[src/fir_settings.svh]
`ifndef FIR_SETTINGS_SVH
`define FIR_SETTINGS_SVH

// filter geometry
`define FIR_TAPS   16
`define FIR_LANES  4
`define FIR_BLOCKS (`FIR_TAPS / `FIR_LANES)

// datapath widths
`define SAMPLE_W   16
`define COEF_W     16
// 16 full-scale products fit without overflow
`define ACC_W      40

`endif

[src/fir_pkg.sv]
`include "fir_settings.svh"

package fir_pkg;

    // input samples and tap weights
    typedef logic signed [`SAMPLE_W-1:0] sample_t;
    typedef logic signed [`COEF_W-1:0]   coef_t;

    // one lane product, full precision
    typedef logic signed [`SAMPLE_W+`COEF_W-1:0] product_t;

    // block sums, running sum and filter output
    typedef logic signed [`ACC_W-1:0] acc_t;

    // sequencer states
    typedef enum logic [2:0] {
        IDLE,
        LOAD,
        ISSUE,
        DRAIN,
        DONE
    } fir_state_e;

endpackage

[src/fir_coef_rom.sv]
`timescale 1ns/1ps
`include "fir_settings.svh"

module fir_coef_rom (
    input  logic [$clog2(`FIR_BLOCKS)-1:0] block_idx_i,
    output fir_pkg::coef_t                 coef_o [`FIR_LANES]
);

    // first half of the symmetric response, h[k] == h[15-k]
    localparam fir_pkg::coef_t HALF [`FIR_TAPS/2] = '{
        16'sd3,
        -16'sd7,
        16'sd12,
        -16'sd20,
        16'sd41,
        -16'sd85,
        16'sd300,
        16'sd1200
    };

    // mirror the upper half back onto the stored taps
    function automatic fir_pkg::coef_t tap_coef(input int k);
        if (k < `FIR_TAPS/2) begin
            return HALF[k];
        end
        return HALF[`FIR_TAPS-1-k];
    endfunction

    // lane j of block b carries h[b*lanes + j]
    always_comb begin
        for (int j = 0; j < `FIR_LANES; j++) begin
            coef_o[j] = tap_coef(int'(block_idx_i) * `FIR_LANES + j);
        end
    end

endmodule

[src/sample_history.sv]
`timescale 1ns/1ps
`include "fir_settings.svh"

module sample_history (
    input  logic                           clk,
    input  logic                           rst,
    input  logic                           shift_i,
    input  fir_pkg::sample_t               sample_i,
    input  logic [$clog2(`FIR_BLOCKS)-1:0] block_idx_i,
    output fir_pkg::sample_t               taps_o [`FIR_LANES]
);

    // tap 0 holds x[n], tap k holds x[n-k]
    fir_pkg::sample_t hist_q [`FIR_TAPS];

    always_ff @(posedge clk) begin
        if (rst) begin
            for (int k = 0; k < `FIR_TAPS; k++) begin
                hist_q[k] <= '0;
            end
        end else if (shift_i) begin
            hist_q[0] <= sample_i;
            for (int k = 1; k < `FIR_TAPS; k++) begin
                hist_q[k] <= hist_q[k-1];
            end
        end
    end

    // selected block of taps, unregistered
    always_comb begin
        for (int j = 0; j < `FIR_LANES; j++) begin
            taps_o[j] = hist_q[int'(block_idx_i) * `FIR_LANES + j];
        end
    end

    // one sample per request, the sequencer never shifts twice back to back
    a_single_shift: assert property (
        @(posedge clk) disable iff (rst)
        shift_i |=> !shift_i
    ) else $error("history shifted in two consecutive cycles");

endmodule

[src/block_mac.sv]
`timescale 1ns/1ps
`include "fir_settings.svh"

module block_mac (
    input  logic             clk,
    input  logic             rst,
    input  logic             issue_i,
    input  fir_pkg::sample_t taps_i [`FIR_LANES],
    input  fir_pkg::coef_t   coef_i [`FIR_LANES],
    output logic             sum_valid_o,
    output fir_pkg::acc_t    block_sum_o
);

    // stage 1, lane products
    fir_pkg::product_t prod_q [`FIR_LANES];
    logic              valid1_q;

    // stage 2, reduced block sum
    fir_pkg::acc_t     sum_q;
    logic              valid2_q;

    // adder tree between the stages
    fir_pkg::acc_t     pair_sum [`FIR_LANES/2];
    fir_pkg::acc_t     tree_sum;

    always_ff @(posedge clk) begin
        if (issue_i) begin
            for (int j = 0; j < `FIR_LANES; j++) begin
                prod_q[j] <= fir_pkg::product_t'(taps_i[j]) * fir_pkg::product_t'(coef_i[j]);
            end
        end
    end

    // first level adds neighbouring lanes, second level folds the pairs
    always_comb begin
        tree_sum = '0;
        for (int p = 0; p < `FIR_LANES/2; p++) begin
            pair_sum[p] = fir_pkg::acc_t'(prod_q[2*p]) + fir_pkg::acc_t'(prod_q[2*p+1]);
            tree_sum    = tree_sum + pair_sum[p];
        end
    end

    always_ff @(posedge clk) begin
        if (valid1_q) begin
            sum_q <= tree_sum;
        end
    end

    // valid travels alongside the data
    always_ff @(posedge clk) begin
        if (rst) begin
            valid1_q <= 1'b0;
            valid2_q <= 1'b0;
        end else begin
            valid1_q <= issue_i;
            valid2_q <= valid1_q;
        end
    end

    assign sum_valid_o = valid2_q;
    assign block_sum_o = sum_q;

endmodule

[src/fir_control.sv]
`timescale 1ns/1ps
`include "fir_settings.svh"

module fir_control (
    input  logic                           clk,
    input  logic                           rst,
    input  logic                           pause_i,
    input  logic                           sum_valid_i,
    input  fir_pkg::acc_t                  block_sum_i,
    output logic                           shift_o,
    output logic [$clog2(`FIR_BLOCKS)-1:0] block_idx_o,
    output logic                           issue_o,
    output logic                           next_o,
    output logic                           ready_o,
    output fir_pkg::acc_t                  out_o
);

    localparam int IDX_W = $clog2(`FIR_BLOCKS);
    localparam int CNT_W = $clog2(`FIR_BLOCKS + 1);

    localparam logic [IDX_W-1:0] LAST_BLK = IDX_W'(`FIR_BLOCKS - 1);
    localparam logic [CNT_W-1:0] LAST_CNT = CNT_W'(`FIR_BLOCKS - 1);

    fir_pkg::fir_state_e state_q;
    fir_pkg::fir_state_e state_d;

    logic [IDX_W-1:0]    blk_q;
    logic [CNT_W-1:0]    sum_cnt_q;
    fir_pkg::acc_t       acc_q;
    fir_pkg::acc_t       acc_d;
    fir_pkg::acc_t       out_q;
    logic                last_sum;

    // final block sum of the current output
    assign last_sum = (state_q == fir_pkg::DRAIN) && sum_valid_i && (sum_cnt_q == LAST_CNT);

    always_comb begin
        state_d = state_q;
        case (state_q)
            fir_pkg::IDLE: begin
                if (!pause_i) begin
                    state_d = fir_pkg::LOAD;
                end
            end
            fir_pkg::LOAD: begin
                state_d = fir_pkg::ISSUE;
            end
            fir_pkg::ISSUE: begin
                if (blk_q == LAST_BLK) begin
                    state_d = fir_pkg::DRAIN;
                end
            end
            fir_pkg::DRAIN: begin
                if (last_sum) begin
                    state_d = fir_pkg::DONE;
                end
            end
            fir_pkg::DONE: begin
                state_d = fir_pkg::IDLE;
            end
            default: begin
                state_d = fir_pkg::IDLE;
            end
        endcase
    end

    always_ff @(posedge clk) begin
        if (rst) begin
            state_q   <= fir_pkg::IDLE;
            blk_q     <= '0;
            sum_cnt_q <= '0;
            out_q     <= '0;
        end else begin
            state_q <= state_d;
            if (state_q == fir_pkg::LOAD) begin
                blk_q     <= '0;
                sum_cnt_q <= '0;
            end else begin
                if (issue_o) begin
                    blk_q <= blk_q + 1'b1;
                end
                if (sum_valid_i) begin
                    sum_cnt_q <= sum_cnt_q + 1'b1;
                end
            end
            // result is in place for the DONE cycle
            if (last_sum) begin
                out_q <= acc_d;
            end
        end
    end

    // running sum, early block sums land while later blocks still issue
    assign acc_d = acc_q + block_sum_i;

    always_ff @(posedge clk) begin
        if (state_q == fir_pkg::LOAD) begin
            acc_q <= '0;
        end else if (sum_valid_i) begin
            acc_q <= acc_d;
        end
    end

    assign next_o      = (state_q == fir_pkg::IDLE) && !pause_i;
    assign shift_o     = (state_q == fir_pkg::LOAD);
    assign issue_o     = (state_q == fir_pkg::ISSUE);
    assign ready_o     = (state_q == fir_pkg::DONE);
    assign block_idx_o = blk_q;
    assign out_o       = out_q;

    // every output is built from exactly one sum per block
    a_sum_count: assert property (
        @(posedge clk) disable iff (rst)
        (state_q == fir_pkg::DONE) |-> (sum_cnt_q == CNT_W'(`FIR_BLOCKS))
    ) else $error("wrong number of block sums for this output");

    a_sum_window: assert property (
        @(posedge clk) disable iff (rst)
        sum_valid_i |-> (state_q == fir_pkg::ISSUE || state_q == fir_pkg::DRAIN)
    ) else $error("block sum arrived outside the accumulate window");

endmodule

[src/fir_filter.sv]
`timescale 1ns/1ps
`include "fir_settings.svh"

module fir_filter (
    input  logic             clk,
    input  logic             rst,
    input  logic             pause_i,
    input  fir_pkg::sample_t sample_i,
    output logic             next_o,
    output logic             ready_o,
    output fir_pkg::acc_t    out_o
);

    logic                           shift;
    logic                           issue;
    logic [$clog2(`FIR_BLOCKS)-1:0] block_idx;
    logic                           sum_valid;
    fir_pkg::acc_t                  block_sum;

    // one block of lanes, history and ROM side
    fir_pkg::sample_t               taps [`FIR_LANES];
    fir_pkg::coef_t                 coefs [`FIR_LANES];

    fir_control u_control (
        .clk         (clk),
        .rst         (rst),
        .pause_i     (pause_i),
        .sum_valid_i (sum_valid),
        .block_sum_i (block_sum),
        .shift_o     (shift),
        .block_idx_o (block_idx),
        .issue_o     (issue),
        .next_o      (next_o),
        .ready_o     (ready_o),
        .out_o       (out_o)
    );

    sample_history u_history (
        .clk         (clk),
        .rst         (rst),
        .shift_i     (shift),
        .sample_i    (sample_i),
        .block_idx_i (block_idx),
        .taps_o      (taps)
    );

    // same block index as the history, so lanes pair up
    fir_coef_rom u_rom (
        .block_idx_i (block_idx),
        .coef_o      (coefs)
    );

    block_mac u_mac (
        .clk         (clk),
        .rst         (rst),
        .issue_i     (issue),
        .taps_i      (taps),
        .coef_i      (coefs),
        .sum_valid_o (sum_valid),
        .block_sum_o (block_sum)
    );

endmodule

[config.mk]
export PLATFORM = sky130hd
export DESIGN_NAME = fir_filter
export DESIGN_NICKNAME = d
export VERILOG_FILES = /design/src/fir_pkg.sv /design/src/fir_coef_rom.sv /design/src/sample_history.sv /design/src/block_mac.sv /design/src/fir_control.sv /design/src/fir_filter.sv
export VERILOG_INCLUDE_DIRS = /design/src
export SDC_FILE = /design/constraint.sdc
export NUM_CORES = 2
export LEC_CHECK = 0
export BUFFER_PORTS_ARGS = -buffer_cell sky130_fd_sc_hd__buf_2
export CORE_UTILIZATION = 45
export DETAILED_ROUTE_END_ITERATION = 6
export SLEW_MARGIN = 25
export SYNTH_ARGS = -nofsm -noshare
export SYNTH_HDL_FRONTEND = slang
export SYNTH_SLANG_ARGS = --single-unit
[constraint.sdc]
create_clock -name clk -period 12.9 [get_ports clk]
set_clock_uncertainty 0.05 [all_clocks]
set_input_delay 1.29 -clock clk [delete_from_list [all_inputs] [get_ports clk]]
set_output_delay 1.29 -clock clk [all_outputs]
set_load 0.02 [all_outputs]
==> impl_metrics.toml <==
[synth]
synth_ff_type = "edfxtp_1"
synth-seq-cells = 516
synth_mux_area_frac = 0.0272
netlist_area_um2 = 61300
synth_xor_xnor_area_share = 0.0393
synth_most_common_cell = "inv_1"
async_flop_share = 0
synthSimpleGateAreaFrac = 0.115
ys_warn_count = 0
synth_top_area_frac = 0.308
synth_top_area_cell = "fa_1"
netlist_instances = 6002
avgSynthCellArea_um2 = 10.2
synthTopCellsByCount = "1263 x inv_1, 944 x fa_1, 503 x ha_1, 424 x edfxtp_1, 399 x nand2_1"
synthAdderAreaFrac = 0.412
synth_nets = 7468
synth.area.top_cells = "fa_1 31%, edfxtp_1 21%, ha_1 10%, inv_1 7.7%, dfxtp_1 3.0%"
seq_area_frac_synth = 0.238
synth_compound_area_frac = 0.0826
synth_cell_types = 82
synth_edf_count = 424
synth_top_family_by_area = "adder cells"

[final_layout]
syn_to_final_growth_pct = 7.12
final_util = 0.485
layout-drive-gt1-share = 0.0508
nFillCells = 12600
nets = 7475
stdcell_count = 7847

[die]
coreArea_um2 = 135000
die_width_um = 371
die_area_um2 = 138000
die_h_um = 371
ios = 61
core.rowCount = 135
initial_utilization = 0.453

[cts]
clock_sinks = 516
cts_max_level = 2
cts-buffers-inserted = 60
cts_tree = "yes"
cts-root-buf = "clkbuf_16"
post-cts-setup-buffers = 0
cts_resized = 0
clockBufferDepth = 3
clkLatencyLatePin_ns = 0.69
cts.reportedPaths.clkPinSlew_ns = 0.07
cts_hold_buffers = 0

[timing]
worst_slew_pin_slew_ns = 1.16
fmax_mhz = 112
relSlewSlack = 0.226
fin_crit_ns = 8.92
hold_viol_final = 0
tns_ns = 0
slew_violations = 0
setup_violations = 0
rsz0062_at_grt = "no"
fin_crit_sh = 0.691

[setup_path]
path_class = "flip-flop to flip-flop"
required_ns = 13.27
cp_data_arrival_time_ns = 9.28
worstSetupStartpointType = "flip-flop"
worstPathMaxFanout = 50
critical_path.endpoint_type = "flip-flop"

[drt]
drt-vias-per-instance = 5.24
drt-initial-drc-count = 2963
dr.pass1.iters = 5
wire_per_inst_um = 20.3
drt-total-wl_mm = 160
drc = 0
detail-route-antenna-nets = 0
via_count = 41100

[global_routing]
grt-ovfl-total = 0
antenna_found_initial = 13
grt_use_total = 0.238
grt_start_max_net_pins = 116
grt_pass1_wl_mm = 250
grt_pass1_vias = 42900

[placed_design]
dpl.hpwl_mm = 134
placed_cells = 7727
place_congestion = 0.934
portBuffers = 60

[outcome]
status = "finished clean"

[worst_hold_path]
hold_class = "flip-flop to flip-flop"

[flow_run]
max-cap-violations = 0
## layout by cell type, fill, tap and decap left out, types with 87 or more instances in the layout
cell type and instances:
dfxtp_1 87, a21o_1 103, inv_1 1263, edfxtp_1 424, xnor2_1 207, and2_1 264, nor2_1 320, ha_1 502
o21ai_0 137, nand2_1 399, fa_1 944, a21oi_1 244, nor2b_1 129
## area by class of cell
class                           instances  area, um^2  share of cell area
Inverter                             1266        4750              0.0724
Timing Repair Buffer                   91         588             0.00896
Multi-Input combinational cell       4074       41400               0.631
Tap cell                             1781        2230              0.0340
Antenna cell                            5        12.5            0.000191
Clock buffer                           78        1670              0.0255
Sequential cell                       516       14600               0.222
Clock inverter                         36         374             0.00570
## logic make-up after synthesis
family          count (synthesis)
fa+ha+maj                    1450
flops                         516
mux                           141
buf+inv                      1412
compound gates                787
simple gates                 1421
xor+xnor                      275
## flip-flops by register name (all words and copies together) (netlist names), named ones only
| name | cells |
|---|---|
| u_history.hist_q | 256 |
| u_mac.prod_q | 128 |
| u_control.acc_q | 40 |
| u_control.out_o | 40 |
| u_mac.block_sum_o | 40 |
| u_control.state_q | 3 |
| u_control.sum_cnt_q | 3 |
| u_control.block_idx_o | 2 |
| u_mac.sum_valid_o | 1 |
| u_mac.valid1_q | 1 |
## critical path, stage by stage, from the launching register on
cell and delay (ns):
dfxtp_4 0.63, buf_4 0.76, mux2i_1 0.16, nor2_1 0.82
inv_1 0.37, o21ai_0 0.32, and2_1 0.29, fa_1 0.41
inv_1 0.07, fa_1 0.44, fa_1 0.50, fa_1 0.55
inv_1 0.05, fa_1 0.49, fa_1 0.41, ha_1 0.36
and2_1 0.21, nand3_1 0.09, nor3_1 0.20, o31ai_1 0.13
a21boi_0 0.40, o21ai_0 0.21, a21boi_0 0.30, nor4_1 0.08
a311o_1 0.33
## through the flow
step / hold WS, ns / setup WS [ns] / cell area, um^2
after floorplan: 0.399 / 1.82 / 61300
after global placement: 0.389 / 4.12 / 63500
after detailed placement: 0.394 / 4.07 / 63500
after CTS: 0.403 / 4.03 / 65600
after global routing: 0.426 / 3.44 / 65600
final: 0.402 / 3.98 / 65600
## layer usage
metal / global-route usage / wire [um] / up-vias
met3: 0.0343 / 9070 / 205
met1: 0.327 / 71000 / 20700
li1: - / - / 19200
met2: 0.391 / 74200 / 984
met4: 0.0677 / 5200 / 6
met5: 0 / 39 / -
## path summary, 6_finish.rpt
kind / from / to / slack [ns] / cells after the start
worst max-delay path: u_control.block_idx_o[0]$_SDFFE_PP0P_ / u_mac.prod_q[1][21]$_DFFE_PP_ / 3.98 / 24
worst min-delay path: u_control.out_o[0]$_SDFFE_PP0P_ / u_control.out_o[0]$_SDFFE_PP0P_ / 0.40 / 2
worst max register to register: u_control.block_idx_o[0]$_SDFFE_PP0P_ / u_mac.prod_q[1][21]$_DFFE_PP_ / 3.98 / 24
worst min register to register: u_control.out_o[0]$_SDFFE_PP0P_ / u_control.out_o[0]$_SDFFE_PP0P_ / 0.40 / 2
Power is not shown: default switching activity piles up to over one toggle a cycle in this logic, so the estimate is an artifact.
